$ cat config.mk
export PLATFORM = sky130hd
export DESIGN_NAME = ctrl_registers
export DESIGN_NICKNAME = d
export VERILOG_FILES = /design/src/design/soc_pkg.sv /design/src/design/ctrl_registers.sv
export SDC_FILE = /design/constraint.sdc
export NUM_CORES = 1
export LEC_CHECK = 0
export BUFFER_PORTS_ARGS = -buffer_cell sky130_fd_sc_hd__buf_2
export CORE_ASPECT_RATIO = 1.2
export CORE_UTILIZATION = 48
export DETAILED_ROUTE_END_ITERATION = 7
export PLACE_DENSITY = 0.84
export REMOVE_ABC_BUFFERS = 1
export SYNTH_ARGS = -nofsm -noshare
export SYNTH_HDL_FRONTEND = slang
export SYNTH_SLANG_ARGS = --single-unit
$ cat constraint.sdc
create_clock -name clk_i -period 4.8 [get_ports clk_i]
set_input_delay 0.48 -clock clk_i [delete_from_list [all_inputs] [get_ports clk_i]]
set_output_delay 0.48 -clock clk_i [all_outputs]
set_load 0.005 [all_outputs]
$ cat src/design/soc_pkg.sv
/*
  Shared bus types and memory map of the SoC interconnect.
  All targets are 32 bits wide, so no width conversion exists anywhere.
*/
`default_nettype none

package soc_pkg;

  ////////////////////////////////////////
  // Bus widths
  ////////////////////////////////////////

  localparam int unsigned AddrWidth = 32;
  localparam int unsigned DataWidth = 32;
  localparam int unsigned SelWidth  = DataWidth / 8;

  typedef logic [AddrWidth-1:0] addr_t;
  typedef logic [DataWidth-1:0] data_t;
  typedef logic [SelWidth-1:0]  sel_t;

  ////////////////////////////////////////
  // Memory map
  ////////////////////////////////////////

  localparam addr_t L2Base     = 32'h8000_0000;
  localparam addr_t L2Length   = 32'h4000_0000;
  localparam addr_t UartBase   = 32'hC000_0000;
  localparam addr_t UartLength = 32'h0000_1000;
  localparam addr_t CtrlBase   = 32'hD000_0000;
  localparam addr_t CtrlLength = 32'h0000_1000;

  // Control register offsets within the CTRL window
  localparam logic [11:0] CtrlExitOffset     = 12'h000;
  localparam logic [11:0] CtrlDramBaseOffset = 12'h004;
  localparam logic [11:0] CtrlDramEndOffset  = 12'h008;

  ////////////////////////////////////////
  // Wishbone classic and APB
  ////////////////////////////////////////

  typedef struct packed {
    logic  cyc;
    logic  stb;
    logic  we;
    addr_t adr;
    data_t dat;
    sel_t  sel;
  } wb_req_t;

  typedef struct packed {
    logic  ack;
    logic  err;
    data_t dat;
  } wb_rsp_t;

  typedef struct packed {
    logic  psel;
    logic  penable;
    logic  pwrite;
    addr_t paddr;
    data_t pwdata;
  } apb_req_t;

  typedef struct packed {
    data_t prdata;
    logic  pready;
    logic  pslverr;
  } apb_rsp_t;

  typedef enum logic [1:0] {
    TGT_L2,
    TGT_UART,
    TGT_CTRL,
    TGT_NONE
  } target_e;

  typedef enum logic [1:0] {
    APB_IDLE,
    APB_SETUP,
    APB_ACCESS,
    APB_DONE
  } apb_state_e;

endpackage : soc_pkg

`default_nettype wire

$ cat src/design/ctrl_registers.sv
/*
  Control registers: exit code plus read-only DRAM base and end.
  Only the low 12 address bits are decoded; unknown offsets read zero.
*/
`timescale 1ns/1ps
`default_nettype none

module ctrl_registers (
  input  logic             clk_i,
  input  logic             rst_n_i,
  input  soc_pkg::wb_req_t wb_req_i,
  output soc_pkg::wb_rsp_t wb_rsp_o,
  output soc_pkg::data_t   exit_o
);
  import soc_pkg::*;

  logic [11:0] offset;
  logic        access;
  logic        ack_q;
  data_t       exit_q;
  data_t       rdata_d;
  data_t       rdata_q;

  assign offset = wb_req_i.adr[11:0];
  assign access = wb_req_i.cyc && wb_req_i.stb && !ack_q;

  always_comb begin
    case (offset)
      CtrlExitOffset:     rdata_d = exit_q;
      CtrlDramBaseOffset: rdata_d = L2Base;
      CtrlDramEndOffset:  rdata_d = L2Base + L2Length;
      default:            rdata_d = '0;
    endcase
  end

  always_ff @(posedge clk_i or negedge rst_n_i) begin
    if (!rst_n_i) begin
      ack_q  <= 1'b0;
      exit_q <= '0;
    end else begin
      ack_q <= access;
      // Writes elsewhere are acked and dropped
      if (access && wb_req_i.we && offset == CtrlExitOffset) begin
        for (int b = 0; b < SelWidth; b++) begin
          if (wb_req_i.sel[b]) begin
            exit_q[8*b +: 8] <= wb_req_i.dat[8*b +: 8];
          end
        end
      end
    end
  end

  always_ff @(posedge clk_i) begin
    if (access && !wb_req_i.we) begin
      rdata_q <= rdata_d;
    end
  end

  assign wb_rsp_o.ack = ack_q;
  assign wb_rsp_o.err = 1'b0;
  assign wb_rsp_o.dat = rdata_q;
  assign exit_o       = exit_q;

endmodule : ctrl_registers

`default_nettype wire

=== After elaboration in Yosys (flattened, before gate mapping) ===
Cells that the tools add are included.
W data, S select, Z words.

* Bits in registers: 65
* Input port bits: 73

* Equal/unequal tests: 2
* Mux-type cells: 1
* Reduce and logical (&&, ||, !) cells: 12

{| class="wikitable"
|+ Operator list
! kind !! count
|-
| $pmux W32 S3 || 1
|-
| $eq A12 B3 Y1 const B || 1
|-
| $eq A12 B4 Y1 const B || 1
|-
| $logic_not A12 Y1 || 1
|-
| $reduce_and A2 Y1 || 4
|-
| $logic_and A1 B1 Y1 || 5
|-
| $logic_not A1 Y1 || 2
|}

=== Depth between registers and ports, before layout ===
* Depth in word-level cells: 5
* Depth in mapped cells: 5
* Mapped depth without buffers: 4

=== Worst setup path before layout ===
OpenSTA, ideal clock, no wires.

* Kind: input-to-reg
* Start point: input port wb_req_i[68] (netlist name)
* End point: register rdata_q[0], enable pin
* Library setup time: 0.461 ns
* Arrival: 2.896 ns
* Data required time: 4.339 ns
* Slack: 1.443 ns
* Stages on the path: 2
* Path through: buf_4 -> nor3_1

* Word-level cells in the longest chain between the ends: 2

{| class="wikitable"
|+ RTL lines
! what !! RTL line !! source
|-
| start: declaration || ctrl_registers.sv:11 || <nowiki>input soc_pkg::wb_req_t wb_req_i,</nowiki>
|-
| $logic_not A1 Y1 || ctrl_registers.sv:54 || <nowiki>if (access && !wb_req_i.we) begin</nowiki>
|-
| $logic_and A1 B1 Y1 || ctrl_registers.sv:54 ||
|-
| end signal: assignment || ctrl_registers.sv:55 || <nowiki>rdata_q <= rdata_d;</nowiki>
|-
| end: declaration || ctrl_registers.sv:22 || <nowiki>data_t rdata_q;</nowiki>
|}

No other way between the ends.
A chain may end at the register's enable or synchronous reset.

=== Worst setup path in the final report ===
* Start point: input port wb_req_i[41] (netlist name)
* End point: register exit_q[7], in the netlist exit_o[7]

* Word-level cells in the longest chain between the ends: 3

{| class="wikitable"
|+ RTL lines
! what !! RTL line !! source
|-
| $logic_not A12 Y1 || ctrl_registers.sv:43 || <nowiki>if (access && wb_req_i.we && offset == CtrlExitOffset) begin</nowiki>
|-
| $logic_and A1 B1 Y1 || ctrl_registers.sv:43 ||
|-
| $reduce_and A2 Y1 (no source line) || n/a ||
|-
| end signal: indexed assignment || ctrl_registers.sv:46 || <nowiki>exit_q[8*b +: 8] <= wb_req_i.dat[8*b +: 8];</nowiki>
|-
| end: declaration || ctrl_registers.sv:20 || <nowiki>data_t exit_q;</nowiki>
|}

No other way between the ends.

==> metrics.md <==
| Metric | Value |
|---|---|
| Status | finished, final reports clean |
| Max Cap Viol | 0 |
| Place WS | 2.56 ns |
| Met3 Resource Use GR | 0.0652 |
| Drt via density | 4.85 |
| Post-route minimum period | 1.88 ns |
| Grt met1 use | 0.230 |
| Kind of critical path | in -> reg |
| Worst-case clock buffer depth | 2 |
| I/O Buffers | 117 |
| WL per Instance | 14.6 um |
| Critical Path End | exit_o[7] |
| Max_slew headroom | 0.487 |
| Global-route wire length before repair | 8140 um |
| Worst setup EP type | flip-flop |
| Die Area | 5900 sq um |
| Ys Warns | 0 |
| Routability Congestion | 0.751 |
| Fin. max-slew vios | 0 |
| Fin cells | 342 |
| CTS Buf Count | 9 |
| Chip height | 83.9 um |
| Data required, critical path | 5.00 ns |
| Ports | 139 |
| Synth top area cells | edfxtp_1 (36%), dfrtp_1 (31%), mux2_4 (18%) |
| Die X | 70.3 um |
| Placed cell area | 3320 sq um |
| Crit share post-route | 0.392 |
| CP startpoint | wb_req_i[41] |
| Hold-fix buffers at CTS | 0 |
| Number of remaining DRC errors | 0 |
| Worst-Margin Slew | 0.770 ns |
| Clk sinks | 65 |
| Min-delay worst type | in -> async |
| Pleak | 1.83 nW |
| Final net count | 348 |
| Slowest stage cell, crit path | mux2_4 |
| Power Dens Cells | 302 nW/um^2 |
| Post-synthesis sequential area ratio | 0.665 |
| Final hold vios | 0 |
| Clk pin slew, worst setup/hold paths | 0.07 ns |
| R2R Path End | exit_o[15] |
| Starting density of the core | 0.503 |
| Clock skew | 0.00627 ns |
| CP max FO | 34 |
| Buf/Inv on CP | 2 |
| Post-synthesis sequential element count | 65 |
| Placed Cells incl. Taps | 326 |
| Post-route ant nets | 0 |
| Clock root cell | clkbuf_8 |
| P&R area growth vs syn | 30.4% |
| WP depth | 6 |
| Total core area | 5330 sq um |
| Row count | 29 |
| Synthesized area | 2690 sq um |
| Layout cell share with drive strength beyond 1 | 0.611 |
| Peak VDD IR | 169 uV |
| Max Fclk | 0.532 GHz |
| Unrepaired setup endpoints after global routing | no |
| Drt pass-1 iters | 4 |
| Clk_lat worst skew | 0.32 ns |
| Crit path cell chain | buf_2 > nor4_2 > and4_1 > buf_4 > nand4_4 > mux2_4 |
| Area leader, netlist | edfxtp_1 |
| Crit path DAT | 2.08 ns |
| Worst R2R Setup Slack | 3.39 ns |
| Detailed-route wire length | 5010 um |
| Setup ws final | 2.92 ns |
| Family with the most delay on the worst path | simple AND/OR/NAND/NOR gates |
| Worst reg2reg path depth | 3 |
| Global route overflow | 0 |
| Gr usage total | 0.183 |
| GR peak layer | met2 |
| Detailed Route Iter0 Violations | 124 |
| Distinct cell type count after synthesis | 17 |
| Share of the synthesized area in the top cell type | 0.358 |
| Setup Buffers After CTS | 0 |
| ANT cells | 0 |
| CTS tree | yes |
| Initial antenna violation count | 0 |
| Final instance area | 3500 sq um |
| Crit path largest cell delay | 0.37 ns |
| Mapped Cells | 152 |
| H-tree depth | 3 |
| Mean area per synthesized cell | 17.7 sq um |
| Final setup TNS | 0 ns |
| Vias post-DR | 1,660 |
| Number of gates resized after cts | 0 |
| HPWL Detailed | 3540 um |
| Vias in the first global route | 1,690 |
| Reg2reg start | ack_q |
| Startpoint types | input port |
| GR met2 Demand/Resource | 0.291 |
| Pin count of the biggest net entering global routing | 35 |
| Setup violations, final | 0 |
[how the worst min path moves through the flow]
| stage | start | to | depth (start not counted) |
|---|---|---|---|
| floorplan | rst_n_i | ack_q | 0 |
| global placement | exit_o[1] | exit_o[1] | 1 |
| detailed placement | exit_o[0] | exit_o[0] | 1 |
| CTS | rst_n_i | exit_o[2] | 1 |
| global route | rst_n_i | exit_o[9] | 1 |
| finish | rst_n_i | exit_o[2] | 1 |
[report_power, final]
part | switching [W] | total [W] | internal, W
Sequential | 0.00000222 | 0.000591 | 0.000589
Combinational | 0.0000253 | 0.0000470 | 0.0000217
Clock | 0.000185 | 0.000420 | 0.000235
[registers in the layout (all words and copies together) (netlist names)]
register / flops
exit_o: 32
rdata_q: 32
ack_q: 1
[worst register-to-register path, stage by stage, from the launching register on]
cell	delay, ns
dfrtp_1	0.46
nor2_8	0.22
nand4_4	0.25
mux2_4	0.37
[synth_stat cells]
cell type and instances:
a211oi_1 1, and2_1 30, and4_1 1, buf_4 3, buf_6 1, clkbuf_1 3
conb_1 1, dfrtp_1 33, edfxtp_1 32, mux2_4 32, nand2_1 1, nand3_1 1
nand4_4 4, nor2_1 3, nor2_8 1, nor3_1 3, nor4_2 2
[metal layers]
layer / share of wire / routed length [um]
met1: 0.42 / 2120
met2: 0.50 / 2490
met3: 0.068 / 343
met4: 0.011 / 56
met5: 0 / 0
[cell usage in the layout, fill, tap and decap left out, drive strengths merged]
cell	synthesis	final
mux2	32	32
nand2	1	1
clkinv	0	4
nand4	4	4
bufinv	0	1
buf	4	119
and2	30	30
nor3	3	3
a211oi	1	1
edfxtp	32	32
dfrtp	33	33
nor2	4	4
and4	1	1
nor4	2	2
clkbuf	3	11
nand3	1	1
conb	1	1
[layout make-up]
class	instances	area, sq um
fillers	396	1830
flip-flops and latches	65	1790
multi-input cells	80	858
repair buffers	119	601
clock buffers	11	131
well taps	62	77.6
clock inverters	5	47.5
[cell families (layout without fill, tap and decap cells)]
| group | Yosys count | after routing | share of synthesized area |
|---|---|---|---|
| flip-flops | 65 | 65 | 0.665 |
| other | 1 | 1 | 0.00140 |
| AO/OA/AOI/OAI | 1 | 1 | 0.00280 |
| buffers and inverters | 7 | 135 | 0.0168 |
| multiplexers | 32 | 32 | 0.179 |
| AND/OR/NAND/NOR | 46 | 46 | 0.135 |
[stage by stage]
stage / total power (W) / util / hold slack [ns]
finish: 0.00106 / 0.657 / 0.237
global route: 0.00110 / 0.657 / 0.276
CTS: 0.00107 / 0.657 / 0.254
detailed placement: 0.000651 / 0.623 / 0.508
global placement: 0.000649 / 0.623 / 0.503
floorplan: 0.000612 / - / 0.184
Note: power is estimated with default switching activity, not from simulation.
