==> src/design/soc_pkg.sv <==
/*
  Shared bus types and memory map of the SoC interconnect.
  All targets are 32 bits wide, so no width conversion exists anywhere.
*/
`default_nettype none

package soc_pkg;

  ////////////////////////////////////////
  // Bus widths
  ////////////////////////////////////////

  localparam int unsigned AddrWidth = 32;
  localparam int unsigned DataWidth = 32;
  localparam int unsigned SelWidth  = DataWidth / 8;

  typedef logic [AddrWidth-1:0] addr_t;
  typedef logic [DataWidth-1:0] data_t;
  typedef logic [SelWidth-1:0]  sel_t;

  ////////////////////////////////////////
  // Memory map
  ////////////////////////////////////////

  localparam addr_t L2Base     = 32'h8000_0000;
  localparam addr_t L2Length   = 32'h4000_0000;
  localparam addr_t UartBase   = 32'hC000_0000;
  localparam addr_t UartLength = 32'h0000_1000;
  localparam addr_t CtrlBase   = 32'hD000_0000;
  localparam addr_t CtrlLength = 32'h0000_1000;

  // Control register offsets within the CTRL window
  localparam logic [11:0] CtrlExitOffset     = 12'h000;
  localparam logic [11:0] CtrlDramBaseOffset = 12'h004;
  localparam logic [11:0] CtrlDramEndOffset  = 12'h008;

  ////////////////////////////////////////
  // Wishbone classic and APB
  ////////////////////////////////////////

  typedef struct packed {
    logic  cyc;
    logic  stb;
    logic  we;
    addr_t adr;
    data_t dat;
    sel_t  sel;
  } wb_req_t;

  typedef struct packed {
    logic  ack;
    logic  err;
    data_t dat;
  } wb_rsp_t;

  typedef struct packed {
    logic  psel;
    logic  penable;
    logic  pwrite;
    addr_t paddr;
    data_t pwdata;
  } apb_req_t;

  typedef struct packed {
    data_t prdata;
    logic  pready;
    logic  pslverr;
  } apb_rsp_t;

  typedef enum logic [1:0] {
    TGT_L2,
    TGT_UART,
    TGT_CTRL,
    TGT_NONE
  } target_e;

  typedef enum logic [1:0] {
    APB_IDLE,
    APB_SETUP,
    APB_ACCESS,
    APB_DONE
  } apb_state_e;

endpackage : soc_pkg

`default_nettype wire

==> src/design/soc_xbar.sv <==
/*
  Single-master Wishbone decoder. Only one access may be in flight.
  Unmapped addresses end in err one cycle later with zero read data.
*/
`timescale 1ns/1ps
`default_nettype none

module soc_xbar (
  input  logic             clk_i,
  input  logic             rst_n_i,
  input  soc_pkg::wb_req_t mst_req_i,
  output soc_pkg::wb_rsp_t mst_rsp_o,
  output soc_pkg::wb_req_t l2_req_o,
  output soc_pkg::wb_req_t uart_req_o,
  output soc_pkg::wb_req_t ctrl_req_o,
  input  soc_pkg::wb_rsp_t l2_rsp_i,
  input  soc_pkg::wb_rsp_t uart_rsp_i,
  input  soc_pkg::wb_rsp_t ctrl_rsp_i
);
  import soc_pkg::*;

  target_e tgt;
  logic    err_q;

  function automatic logic in_window(addr_t addr, addr_t base, addr_t len);
    return (addr >= base) && ((addr - base) < len);
  endfunction

  ////////////////////////////////////////
  // Address decode
  ////////////////////////////////////////

  always_comb begin
    tgt = TGT_NONE;
    if (in_window(mst_req_i.adr, L2Base, L2Length)) begin
      tgt = TGT_L2;
    end else if (in_window(mst_req_i.adr, UartBase, UartLength)) begin
      tgt = TGT_UART;
    end else if (in_window(mst_req_i.adr, CtrlBase, CtrlLength)) begin
      tgt = TGT_CTRL;
    end
  end

  // Only the selected target sees stb
  always_comb begin
    l2_req_o       = mst_req_i;
    uart_req_o     = mst_req_i;
    ctrl_req_o     = mst_req_i;
    l2_req_o.stb   = mst_req_i.stb && (tgt == TGT_L2);
    uart_req_o.stb = mst_req_i.stb && (tgt == TGT_UART);
    ctrl_req_o.stb = mst_req_i.stb && (tgt == TGT_CTRL);
  end

  // Error responder for holes in the map
  always_ff @(posedge clk_i or negedge rst_n_i) begin
    if (!rst_n_i) begin
      err_q <= 1'b0;
    end else begin
      err_q <= mst_req_i.cyc && mst_req_i.stb && (tgt == TGT_NONE) && !err_q;
    end
  end

  ////////////////////////////////////////
  // Response select
  ////////////////////////////////////////

  always_comb begin
    mst_rsp_o = '0;
    unique case (tgt)
      TGT_L2:   mst_rsp_o = l2_rsp_i;
      TGT_UART: mst_rsp_o = uart_rsp_i;
      TGT_CTRL: mst_rsp_o = ctrl_rsp_i;
      default:  mst_rsp_o.err = err_q;
    endcase
  end

endmodule : soc_xbar

`default_nettype wire

==> config.mk <==
export PLATFORM = sky130hd
export DESIGN_NAME = soc_xbar
export DESIGN_NICKNAME = d
export VERILOG_FILES = /design/src/design/soc_pkg.sv /design/src/design/soc_xbar.sv
export SDC_FILE = /design/constraint.sdc
export NUM_CORES = 1
export LEC_CHECK = 0
export ABC_CLOCK_PERIOD_IN_PS = 1300
export BUFFER_PORTS_ARGS = -buffer_cell sky130_fd_sc_hd__buf_4
export CAP_MARGIN = 20
export CORE_AREA = 4 4 164 166
export CTS_BUF_LIST = sky130_fd_sc_hd__clkbuf_8 sky130_fd_sc_hd__clkbuf_16
export CTS_CLUSTER_DIAMETER = 50
export DETAILED_ROUTE_END_ITERATION = 10
export DIE_AREA = 0 0 168 170
export PLACE_DENSITY = 0.44
export SYNTH_ARGS = -nofsm -noshare
export SYNTH_HDL_FRONTEND = slang
export SYNTH_SLANG_ARGS = --single-unit
==> constraint.sdc <==
create_clock -name clk_i -period 1.3 [get_ports clk_i]
set_clock_uncertainty 0.15 [all_clocks]
set_input_delay 0 -clock clk_i [delete_from_list [all_inputs] [get_ports clk_i]]
set_output_delay 0 -clock clk_i [all_outputs]
set_load 0.005 [all_outputs]
======== After elaboration in Yosys (flattened, before gate mapping) ========
Index checks and enable logic that the tools add are counted.
storage, ports and cells
  register bits after elaboration ......... 1
  input bits .............................. 175
  output and inout bits ................... 247
  word-level logic and storage cells ...... 30
operators by class
  add/sub/neg operators ................... 3
  $lt $le $gt $ge ......................... 6
  equal/unequal tests ..................... 3
  mux-type cells .......................... 6
  reduce and logical (&&, ||, !) cells .... 11
operators by type and width
  kind                                                                    number
  32-bit >= comparator, second input constant                             3
  32-bit one-hot mux with 3 select lines                                  1
  32-bit subtractor, second input constant                                3
  32-bit by 13-bit < comparator with 1-bit output, second input constant  2
  32-bit by 31-bit < comparator with 1-bit output, second input constant  1
  1-bit logical AND                                                       9
  1-bit one-hot mux with 3 select lines                                   2
  2-bit == test, second input constant                                    2
  2-bit two-way mux                                                       2
  2-bit by 1-bit == test with 1-bit output, second input constant         1
  2-bit zero test                                                         1
  1-bit zero test                                                         1
  1-bit two-way mux                                                       1

======== Longest topological paths before layout ========
  depth after elaboration ................. 9
  mapped depth ............................ 5
  gate-level depth less buffers ........... 4

======== Worst setup path before layout ========
Ideal clock, no wire load.
  path type ............................... input-to-output
  start point ............................. input mst_req_i[49] (netlist bit)
  end point ............................... output ctrl_req_o[69] (netlist bit)
  arrival time ............................ 1.094 ns
  required time ........................... 1.150 ns
  setup slack ............................. 0.056 ns
  stages on the path ...................... 5
  path buffers ............................ 1
  cell sequence ........................... or4_4 > nor2_4 > nand2_4 > buf_6 > nor3_2
RTL lines
  item             line            text
  start, declared  soc_xbar.sv:11  input soc_pkg::wb_req_t mst_req_i,
  end, declared    soc_xbar.sv:15  output soc_pkg::wb_req_t ctrl_req_o,

==> impl_metrics.json <==
{
  "yosys_warnings": 0,
  "max_clock_freq_ghz": 0.656,
  "slew_viol_final": 0,
  "grt.total_usage_pct": 6.20,
  "syn-instance-count": 342,
  "synthesis.nets": 517,
  "globalRouteOverflowTotal": 0,
  "synth_area_leaders": "buf_4 (63%), mux2i_1 (14%), o21ai_2 (6.3%)",
  "r2r_cells": 1,
  "min_path_cells": 2,
  "clock_latency_ps": 0,
  "n_fill_cell": 2916,
  "period_minus_slack_ps": 1530,
  "p_leak_uw": 0.00191,
  "yosysMostFrequentCell": "buf_4",
  "cellPowerDensity_nw_per_um2": 290,
  "worst_pin_slew_ps": 264,
  "p_sw_share_pct": 38.6,
  "gp_congestion": 0.693,
  "synth_edf_count": 0,
  "ioPinCount": 422,
  "synthFlopType": "dfrtp_1",
  "initial_core_util_pct": 9.82,
  "post-route-drc-count": 0,
  "place_area_um2": 3240,
  "cp_data_arrival_time_ps": 1380,
  "hold_viol": 0,
  "max_slew_margin_pct": 81.9,
  "largest_reg_flops": 1,
  "async_flop_share_pct": 100,
  "syn_avg_cell_area_um2": 7.36,
  "p_comb_share_pct": 96.9,
  "cap_violations": 0,
  "violations": "setup timing",
  "pre_cts_slack_ps": -325,
  "pwr-share-clk_pct": 0,
  "fin_crit_sh_pct": 117,
  "drive_gt1_share_pct": 69.2,
  "regMostFlops": "err_q",
  "ys_ff_latch": 1,
  "multiInputGateArea_um2": 926,
  "min_to": "ctrl_req_o[60]",
  "timing.final.ws_setup_ps": -225,
  "grt_pass1_wl_um": 13900,
  "cp_max_fo": 3,
  "numPortBuffers": 225,
  "rsz0062_at_grt": "yes",
  "synthTopCellsByCount": "buf_4 (211), mux2i_1 (34), nand2_1 (34)",
  "internal_power_uw": 686,
  "totalWireLength_um": 10400,
  "syn_area_um2": 2520,
  "reg.largest.list": "err_q (1)",
  "reg2reg_from": "err_q$_DFF_PN0_",
  "routed_via_density": 3.01,
  "die_y_um": 170,
  "synth_top_area_share_pct": 63.0,
  "holdCritPathClass": "input pin to primary output",
  "endpoint_kind": "primary output",
  "dieArea_um2": 28600,
  "wire_per_inst_um": 13.7,
  "ir_worst_vdd_mv": 0.121,
  "grt_max_degree": 22,
  "dp_hpwl_um": 8580,
  "first_iter_violations": 31,
  "critical_path_class": "input pin to primary output",
  "yosysTopAreaCell": "buf_4",
  "rr_endpoint": "err_q$_DFF_PN0_",
  "rrSetupSlack_ps": 450,
  "antennaDiodeCount": 0,
  "die_x_um": 168,
  "drtPass1Iterations": 4,
  "seq_power_share_pct": 3.1,
  "startpoint_type": "input pin",
  "seq_area_frac_synth_pct": 0.995,
  "status": "complete, but fails checks",
  "antenna_found_initial": 0,
  "postRouteAntennaNets": 0,
  "final_area_um2": 3860,
  "post_synth_num_cell_types": 25,
  "netSwitchingPower_uw": 431,
  "route.vias.total": 2293,
  "area.sequential_um2": 25.0,
  "hold_start": "mst_req_i[60]",
  "setup_viol": 37,
  "grt_pass1_vias": 2376,
  "syn2layout_area_growth_pct": 53.3,
  "rows": 59,
  "required_ps": 1150,
  "final_nets": 603,
  "core_um2": 25600
}
-- kinds of logic after synthesis --
kind of cell | share of synthesized area [%]
simple gates | 9.50
compound gates | 10.3
buf+inv | 65.6
mux | 13.5
flops | 0.994
-- how the worst max path moves through the flow --
stage | start | to | slack (ps) | cells after the start
final | mst_req_i[49] | mst_rsp_o[32] | -230 | 8
after global placement | mst_req_i[49] | mst_rsp_o[1] | -320 | 7
after floorplan | mst_req_i[49] | ctrl_req_o[69] | 60 | 5
after CTS | mst_req_i[62] | mst_rsp_o[6] | -250 | 7
after detailed placement | mst_req_i[49] | mst_rsp_o[1] | -320 | 7
after global routing | mst_req_i[49] | uart_req_o[69] | -280 | 7
-- critical path, cell delays in order --
cell	delay [ps]
buf_6	90
or4_4	550
nor2_4	170
buf_4	130
buf_6	110
a31o_4	140
o21ai_2	50
buf_4	130
-- cell type report --
class / instances / area share (%)
Inverter: 2 / 0.195
Multi-Input combinational cell: 118 / 24.0
Sequential cell: 1 / 0.649
Tap cell: 335 / 10.9
Timing Repair Buffer: 305 / 64.3
-- what timing repair did --
item                                    in CTS  in global routing
buffers inserted                             0                  1
hold buffers                                50                  0
hold endpoints to repair                   148                  0
gates resized for setup                     20                 11
pin swaps                                    5                  2
endpoints found under the setup margin      37                 37
-- per-layer routing --
metal,wire length (um),global-route usage (%),share of wire (%)
met1,3620,7.00,35
met3,853,0.697,8.2
met4,114,0.635,1.1
met2,5810,12.7,56
met5,0,0,0
-- stage by stage --
| step | TNS [ps] | util [%] | hold WS [ps] | power [uW] | cells |
|---|---|---|---|---|---|
| floorplan | 0 | - | -446 | 736 | 342 |
| CTS | -7970 | 14.9 | 56.5 | 1130 | 760 |
| detailed placement | -8850 | 12.7 | -371 | 885 | 710 |
| global route | -9410 | 15.1 | 74.1 | 1210 | 761 |
| finish | -6950 | 15.1 | 57.3 | 1120 | 761 |
| global placement | -8730 | 12.7 | -374 | 881 | 710 |
-- cell usage in the layout, fill, tap and decap left out --
cell type / Yosys / routed
buf_4: 211 / 245
dlygate4sd3_1: 0 / 50
mux2i_1: 34 / 34
nand2_1: 34 / 34
o21ai_2: 18 / 26
buf_6: 3 / 7
o21ai_1: 10 / 6
buf_12: 0 / 3
or4_4: 2 / 2
o21ai_4: 0 / 2
nor3_2: 2 / 2
inv_1: 2 / 2
nor2_4: 1 / 1
nor4b_2: 0 / 1
nor4_1: 1 / 1
nor2_1: 1 / 1
and4_2: 0 / 1
nand2_4: 1 / 1
nor2b_4: 0 / 1
a21oi_2: 0 / 1
a31o_4: 0 / 1
and2_1: 1 / 1
nand2b_1: 1 / 1
a2111oi_2: 0 / 1
dfrtp_1: 1 / 1
-- power by group through the flow --
stage	Clock [uW]	Sequential, uW	Combinational [uW]
6_report	0	34.8	1080
5_1_grt	0	35.0	1180
4_1_cts	0	34.7	1090
3_5_place_dp	0	34.0	851
3_3_place_gp	0	34.2	847
2_1_floorplan	0	33.9	702
No activity file was read; power rests on OpenSTA's default activity.
