`config.mk`:
```
export PLATFORM = sky130hd
export DESIGN_NAME = wb_to_apb
export DESIGN_NICKNAME = d
export VERILOG_FILES = /design/src/design/soc_pkg.sv /design/src/design/wb_to_apb.sv
export SDC_FILE = /design/constraint.sdc
export NUM_CORES = 1
export LEC_CHECK = 0
export BUFFER_PORTS_ARGS = -buffer_cell sky130_fd_sc_hd__buf_4
export CAP_MARGIN = 15
export CELL_PAD_IN_SITES_DETAIL_PLACEMENT = 2
export CELL_PAD_IN_SITES_GLOBAL_PLACEMENT = 2
export CORE_MARGIN = 2
export CORE_UTILIZATION = 29
export DETAILED_ROUTE_END_ITERATION = 10
export PLACE_DENSITY = 0.8
export SYNTH_ARGS = -nofsm -noshare
export SYNTH_HDL_FRONTEND = slang
export SYNTH_SLANG_ARGS = --single-unit
```
`constraint.sdc`:
```
create_clock -name clk_i -period 5 [get_ports clk_i]
set_clock_uncertainty 0.05 [all_clocks]
set_input_delay 0.5 -clock clk_i [delete_from_list [all_inputs] [get_ports clk_i]]
set_output_delay 0.5 -clock clk_i [all_outputs]
set_load 0.01 [all_outputs]
```
`src/design/soc_pkg.sv`:
```
/*
  Shared bus types and memory map of the SoC interconnect.
  All targets are 32 bits wide, so no width conversion exists anywhere.
*/
`default_nettype none

package soc_pkg;

  ////////////////////////////////////////
  // Bus widths
  ////////////////////////////////////////

  localparam int unsigned AddrWidth = 32;
  localparam int unsigned DataWidth = 32;
  localparam int unsigned SelWidth  = DataWidth / 8;

  typedef logic [AddrWidth-1:0] addr_t;
  typedef logic [DataWidth-1:0] data_t;
  typedef logic [SelWidth-1:0]  sel_t;

  ////////////////////////////////////////
  // Memory map
  ////////////////////////////////////////

  localparam addr_t L2Base     = 32'h8000_0000;
  localparam addr_t L2Length   = 32'h4000_0000;
  localparam addr_t UartBase   = 32'hC000_0000;
  localparam addr_t UartLength = 32'h0000_1000;
  localparam addr_t CtrlBase   = 32'hD000_0000;
  localparam addr_t CtrlLength = 32'h0000_1000;

  // Control register offsets within the CTRL window
  localparam logic [11:0] CtrlExitOffset     = 12'h000;
  localparam logic [11:0] CtrlDramBaseOffset = 12'h004;
  localparam logic [11:0] CtrlDramEndOffset  = 12'h008;

  ////////////////////////////////////////
  // Wishbone classic and APB
  ////////////////////////////////////////

  typedef struct packed {
    logic  cyc;
    logic  stb;
    logic  we;
    addr_t adr;
    data_t dat;
    sel_t  sel;
  } wb_req_t;

  typedef struct packed {
    logic  ack;
    logic  err;
    data_t dat;
  } wb_rsp_t;

  typedef struct packed {
    logic  psel;
    logic  penable;
    logic  pwrite;
    addr_t paddr;
    data_t pwdata;
  } apb_req_t;

  typedef struct packed {
    data_t prdata;
    logic  pready;
    logic  pslverr;
  } apb_rsp_t;

  typedef enum logic [1:0] {
    TGT_L2,
    TGT_UART,
    TGT_CTRL,
    TGT_NONE
  } target_e;

  typedef enum logic [1:0] {
    APB_IDLE,
    APB_SETUP,
    APB_ACCESS,
    APB_DONE
  } apb_state_e;

endpackage : soc_pkg

`default_nettype wire

```
`src/design/wb_to_apb.sv`:
```
/*
  Wishbone to APB bridge for the UART window.
  APB has no strobes: writes always send the full word and sel is ignored.
*/
`timescale 1ns/1ps
`default_nettype none

module wb_to_apb (
  input  logic              clk_i,
  input  logic              rst_n_i,
  input  soc_pkg::wb_req_t  wb_req_i,
  output soc_pkg::wb_rsp_t  wb_rsp_o,
  output soc_pkg::apb_req_t apb_req_o,
  input  soc_pkg::apb_rsp_t apb_rsp_i
);
  import soc_pkg::*;

  apb_state_e state_q;
  apb_state_e state_d;
  logic       start;
  addr_t      addr_q;
  data_t      wdata_q;
  logic       write_q;
  data_t      rdata_q;
  logic       slverr_q;

  assign start = wb_req_i.cyc && wb_req_i.stb;

  ////////////////////////////////////////
  // State machine
  ////////////////////////////////////////

  always_comb begin
    state_d = state_q;
    unique case (state_q)
      APB_IDLE: begin
        if (start) begin
          state_d = APB_SETUP;
        end
      end
      APB_SETUP: state_d = APB_ACCESS;
      APB_ACCESS: begin
        // Wait states stretch this phase
        if (apb_rsp_i.pready) begin
          state_d = APB_DONE;
        end
      end
      default: state_d = APB_IDLE;
    endcase
  end

  always_ff @(posedge clk_i or negedge rst_n_i) begin
    if (!rst_n_i) begin
      state_q <= APB_IDLE;
    end else begin
      state_q <= state_d;
    end
  end

  always_ff @(posedge clk_i) begin
    if (state_q == APB_IDLE && start) begin
      addr_q  <= wb_req_i.adr;
      wdata_q <= wb_req_i.dat;
      write_q <= wb_req_i.we;
    end
    if (state_q == APB_ACCESS && apb_rsp_i.pready) begin
      rdata_q  <= apb_rsp_i.prdata;
      slverr_q <= apb_rsp_i.pslverr;
    end
  end

  ////////////////////////////////////////
  // Outputs
  ////////////////////////////////////////

  assign apb_req_o.psel    = (state_q == APB_SETUP) || (state_q == APB_ACCESS);
  assign apb_req_o.penable = (state_q == APB_ACCESS);
  assign apb_req_o.pwrite  = write_q;
  assign apb_req_o.paddr   = addr_q;
  assign apb_req_o.pwdata  = wdata_q;

  assign wb_rsp_o.ack = (state_q == APB_DONE) && !slverr_q;
  assign wb_rsp_o.err = (state_q == APB_DONE) && slverr_q;
  assign wb_rsp_o.dat = rdata_q;

endmodule : wb_to_apb

`default_nettype wire

```
### Yosys cells after proc, flatten, opt, wreduce, memory -nomap -nowiden

Index checks and enable logic that the tools add are counted.
W data, S select, Z words.

* bits in read-only memories: 0
* memories: 0
* bits of input ports: 107
* logic and storage cells: 23
* register bits after elaboration: 100
* output and inout port bits: 101
* RAM bits: 0
* latch bits: 0

* $mul: 0
* bitwise gates (word level): 0
* eq/ne operators: 5
* divide/modulo/power cells: 0
* reductions and logical operators: 9
* add/subtract/negate cells: 0
* $lt $le $gt $ge: 0
* shift-type cells: 0
* multiplexer cells: 3

Operators by type and width (number)
* $pmux W2 S3: 1
* $logic_and A1 B1 Y1: 5
* $eq A2 B2 Y1 const B: 2
* $mux W2: 2
* $eq A2 B1 Y1 const B: 1
* $logic_not A2 Y1: 1
* $ne A2 B1 Y1 const B: 1
* $ne A2 B2 Y1 const B: 1
* $reduce_and A2 Y1: 1
* $logic_not A1 Y1: 1
* $logic_or A1 B1 Y1: 1

### Depth between registers and ports, before layout

* depth after elaboration: 3
* depth in mapped cells: 5

### Least setup slack after synthesis

OpenSTA, ideal clock, no wires.

* kind: flip-flop to flip-flop
* from: reg state_q[0]
* to: reg addr_q[0] (enable)
* stages on the path, launching flop included: 4
* buffers on the path: 0
* setup slack: 2296 ps
* library setup time: 430 ps
* clock period less this slack: 2704 ps
* arrival: 2224 ps
* cell sequence: dfrtp_1 inv_1 ha_1 and3_1

* longest elaborated chain between the ends: 2

RTL lines
* start: declaration: RTL line wb_to_apb.sv:18 `apb_state_e state_q;`
* start signal: assignment: RTL line wb_to_apb.sv:56 `state_q <= state_d;`
* $logic_not A2 Y1: RTL line wb_to_apb.sv:61 `if (state_q == APB_IDLE && start) begin`
* $logic_and A1 B1 Y1: RTL line wb_to_apb.sv:61
* end signal: assignment: RTL line wb_to_apb.sv:62 `addr_q <= wb_req_i.adr;`
* end: declaration: RTL line wb_to_apb.sv:21 `addr_t addr_q;`

No other way between the ends.
A chain may end at the register's enable or synchronous reset.

### Worst setup path in the final report

* from: reg state_q[0]
* to: reg addr_q[8] (enable)

Same word-level chain as after synthesis.

==> results.ini <==
[run_status]
result_of_the_run=finished clean

[cells_and_area]
final.fill_count=987
antennaDiodeCount=0
synthToLayoutAreaGrowth_pct=61.1
final_net_count=440
drive_gt1_share_pct=66.6
finish.cell_count_without_fillers=471

[floorplan]
dieWidth_um=108
io-pin-count=208
floorplan.die_area_sq_um=11600
die_y_um=108
placeable_core_region_sq_um=10400
placementRows=37
initial_core_util_pct=30.0

[critical_path]
setup.worst_path.start_class=flop
worstReg2RegEnd=addr_q[8]
arrival_ps=2060
crit_cells=4
timing_endpoint_of_the_critical_path=addr_q[8]
reg2reg_slack_ps=2870
slowest_delay_ps=630
cpLargestDelayFamily=buffers and inverters
slowest_cell_on_crit_path=buf_4
number_of_cells_on_the_worst_reg_to_reg_path=4
cp_data_required_time_ps=4930
setup.worst_path.start=state_q[0]
crit_path_kind=flop to flop
critical_path.cell_chain=inv_1 -> ha_1 -> and3_2 -> buf_4
critical_path_peak_fanout=57
critical_path.endpoint_type=flop
critical_path.n_buffers_inverters=2
worstReg2RegStart=state_q[0]

[timing]
unrepaired_setup_endpoints_after_global_routing=no
finalSetupTns_ps=0
max_slew_margin_pct=50.2
setup_viol=0
timing_max_transition_violations_final=0
number_of_hold_violations_in_the_final_report=0
finalCriticalPeriod_ps=2130
worstMarginPinSlew_ps=748
final.period_utilization_pct=42.5
achievable-frequency_ghz=0.470

[yosys]
mappedNetlistArea_sq_um=3130
yosys_warnings=0
synth-seq-cells=100
netlist-cell-type-count=14
synthCells=116
syn_nets=226
post_synth_main_area_contributors=edfxtp_1 (94%), dfrtp_1 (1.6%), ha_1 (1.2%)
postSynthAreaPerCell_sq_um=27.0
synth_top_area_share_pct=94.0
post-synth-top-area-cell=edfxtp_1
synth_sequential_area_ratio_pct=95.6

[cts]
cts_max_level=3
skew_pair_late_insertion_delay_ps=340
tritoncts_clock_tree=yes
clock_sink_count=100
clk_root_buffer_cell=clkbuf_8
clk_path_buf_depth=2
cts_buffers=9
path_clk_slew_ps=100

[global_route]
total_grt_usage_pct=14.8
grt_start_max_net_pins=58
globalRoute.totalOverflow=0
first_global_vias=2154
antenna_found_initial=0
grt_first_pass_wirelength_um=12300

[place]
hpwlAfterDp_um=6750
gp_routability_congestion=0.723
dp.cells=454
port_buffers=203

[route]
ant_nets=0
wl_um=8660
drc=0
vias=1994
wl_per_cell_um=18.4
firstDrtPassIters=4
dr.first_iter.drc_count=80
drt-vias-per-instance=4.23

[min_path]
timing.hold.worst.class=primary input to flop

[job]
max_cap_viol=0

[power]
irDropWorstVdd_mv=0.160
pwr_density_cell_nw_per_um2=410
p_leak_nw=2.08

==> worst reg2reg max path, stage by stage, from the launching register on <==
cell and delay (ps):
dfrtp_1 420, inv_1 90, ha_1 210, and3_2 330, buf_4 640
==> worst min-delay path by stage <==
stage,endpoint,from,depth (start not counted)
after global routing,wdata_q[4],wb_req_i[8],1
final,addr_q[28],wb_req_i[64],1
after detailed placement,state_q[1],rst_n_i,1
after global placement,state_q[1],rst_n_i,1
after CTS,wdata_q[24],wb_req_i[28],1
after floorplan,state_q[0],rst_n_i,0
==> power by group <==
part / internal [mW] / switching (mW) / total, mW / leakage, nW
sequential: 1.06 / 0.0358 / 1.09 / 0.920
clock: 0.286 / 0.274 / 0.560 / 0.108
combinational: 0.211 / 0.201 / 0.413 / 1.05
total: 1.55 / 0.511 / 2.06 / 2.08
==> logic make-up (layout without fill, tap and decap cells) <==
| group | count (synthesis) | count (layout) | synth area share, % |
|---|---|---|---|
| AOI/OAI and AO/OA | 2 | 2 | 0.560 |
| DFF | 100 | 100 | 95.6 |
| adders and majority gates | 3 | 3 | 1.20 |
| buffers and inverters | 4 | 223 | 0.720 |
| and+or+nand+nor | 6 | 6 | 1.40 |
| muxes | 1 | 1 | 0.480 |
==> layer usage <==
layer	vias to the layer above	wire length, um	track usage, %
met2	146	4260	24.6
met1	956	3090	15.8
li1	882	-	-
met4	0	134	6.14
met5	-	0	0
met3	10	1180	7.69
==> cells in the mapped netlist <==
cell type  count
nand2_1        1
mux2_4         1
and3_1         1
nor2b_4        1
a21oi_2        1
and2_2         1
dfrtp_1        2
buf_4          2
o22a_1         1
and2_1         1
edfxtp_1      98
nor2b_1        1
ha_1           3
inv_1          2
==> final cells by class <==
| type | count | area (sq um) | area share, % |
|---|---|---|---|
| inverters | 2 | 7.51 | 0.149 |
| repair buffers | 205 | 1540 | 30.6 |
| multi-input cells | 12 | 115 | 2.28 |
| clock buffers | 11 | 131 | 2.61 |
| well taps | 136 | 170 | 3.38 |
| flip-flops and latches | 100 | 2990 | 59.4 |
| clock inverters | 5 | 82.6 | 1.64 |
==> layout by cell type (no fill, tap or decap) <==
master,Yosys,final
buf_4,2,204
edfxtp_1,98,98
clkbuf_8,0,9
ha_1,3,3
inv_1,2,2
inv_6,0,2
clkbuf_1,0,2
bufinv_16,0,2
dfrtp_1,2,2
and2_2,1,1
nor2b_1,1,1
and2_1,1,1
and3_2,0,1
nand2_1,1,1
nor2b_4,1,1
a21oi_2,1,1
o22a_1,1,1
mux2_4,1,1
clkinv_2,0,1
dlygate4sd3_1,0,1
==> through the flow <==
stage	total power, mW	hold slack (ps)	utilization (%)	cell area, sq um	setup slack [ps]
2_1_floorplan	1.28	154	-	3130	2300
3_3_place_gp	1.51	233	46.2	4820	2970
3_5_place_dp	1.54	234	46.2	4820	2860
4_1_cts	2.11	240	48.4	5040	2830
5_1_grt	2.17	235	48.4	5040	2740
6_report	2.06	267	48.4	5040	2870
==> flip-flops by register name, indices dropped and copies added (netlist names) <==
name	flops
addr_q	32
rdata_q	32
slverr_q	1
state_q	2
wdata_q	32
write_q	1
==> what timing repair did <==
action | 4_1_cts | 5_1_grt
resized for setup | 0 | 0
hold buffers | 1 | 0
buffers inserted | 0 | 0
hold endpoints to repair | 2 | 0
No activity file was read; power rests on OpenSTA's default activity.
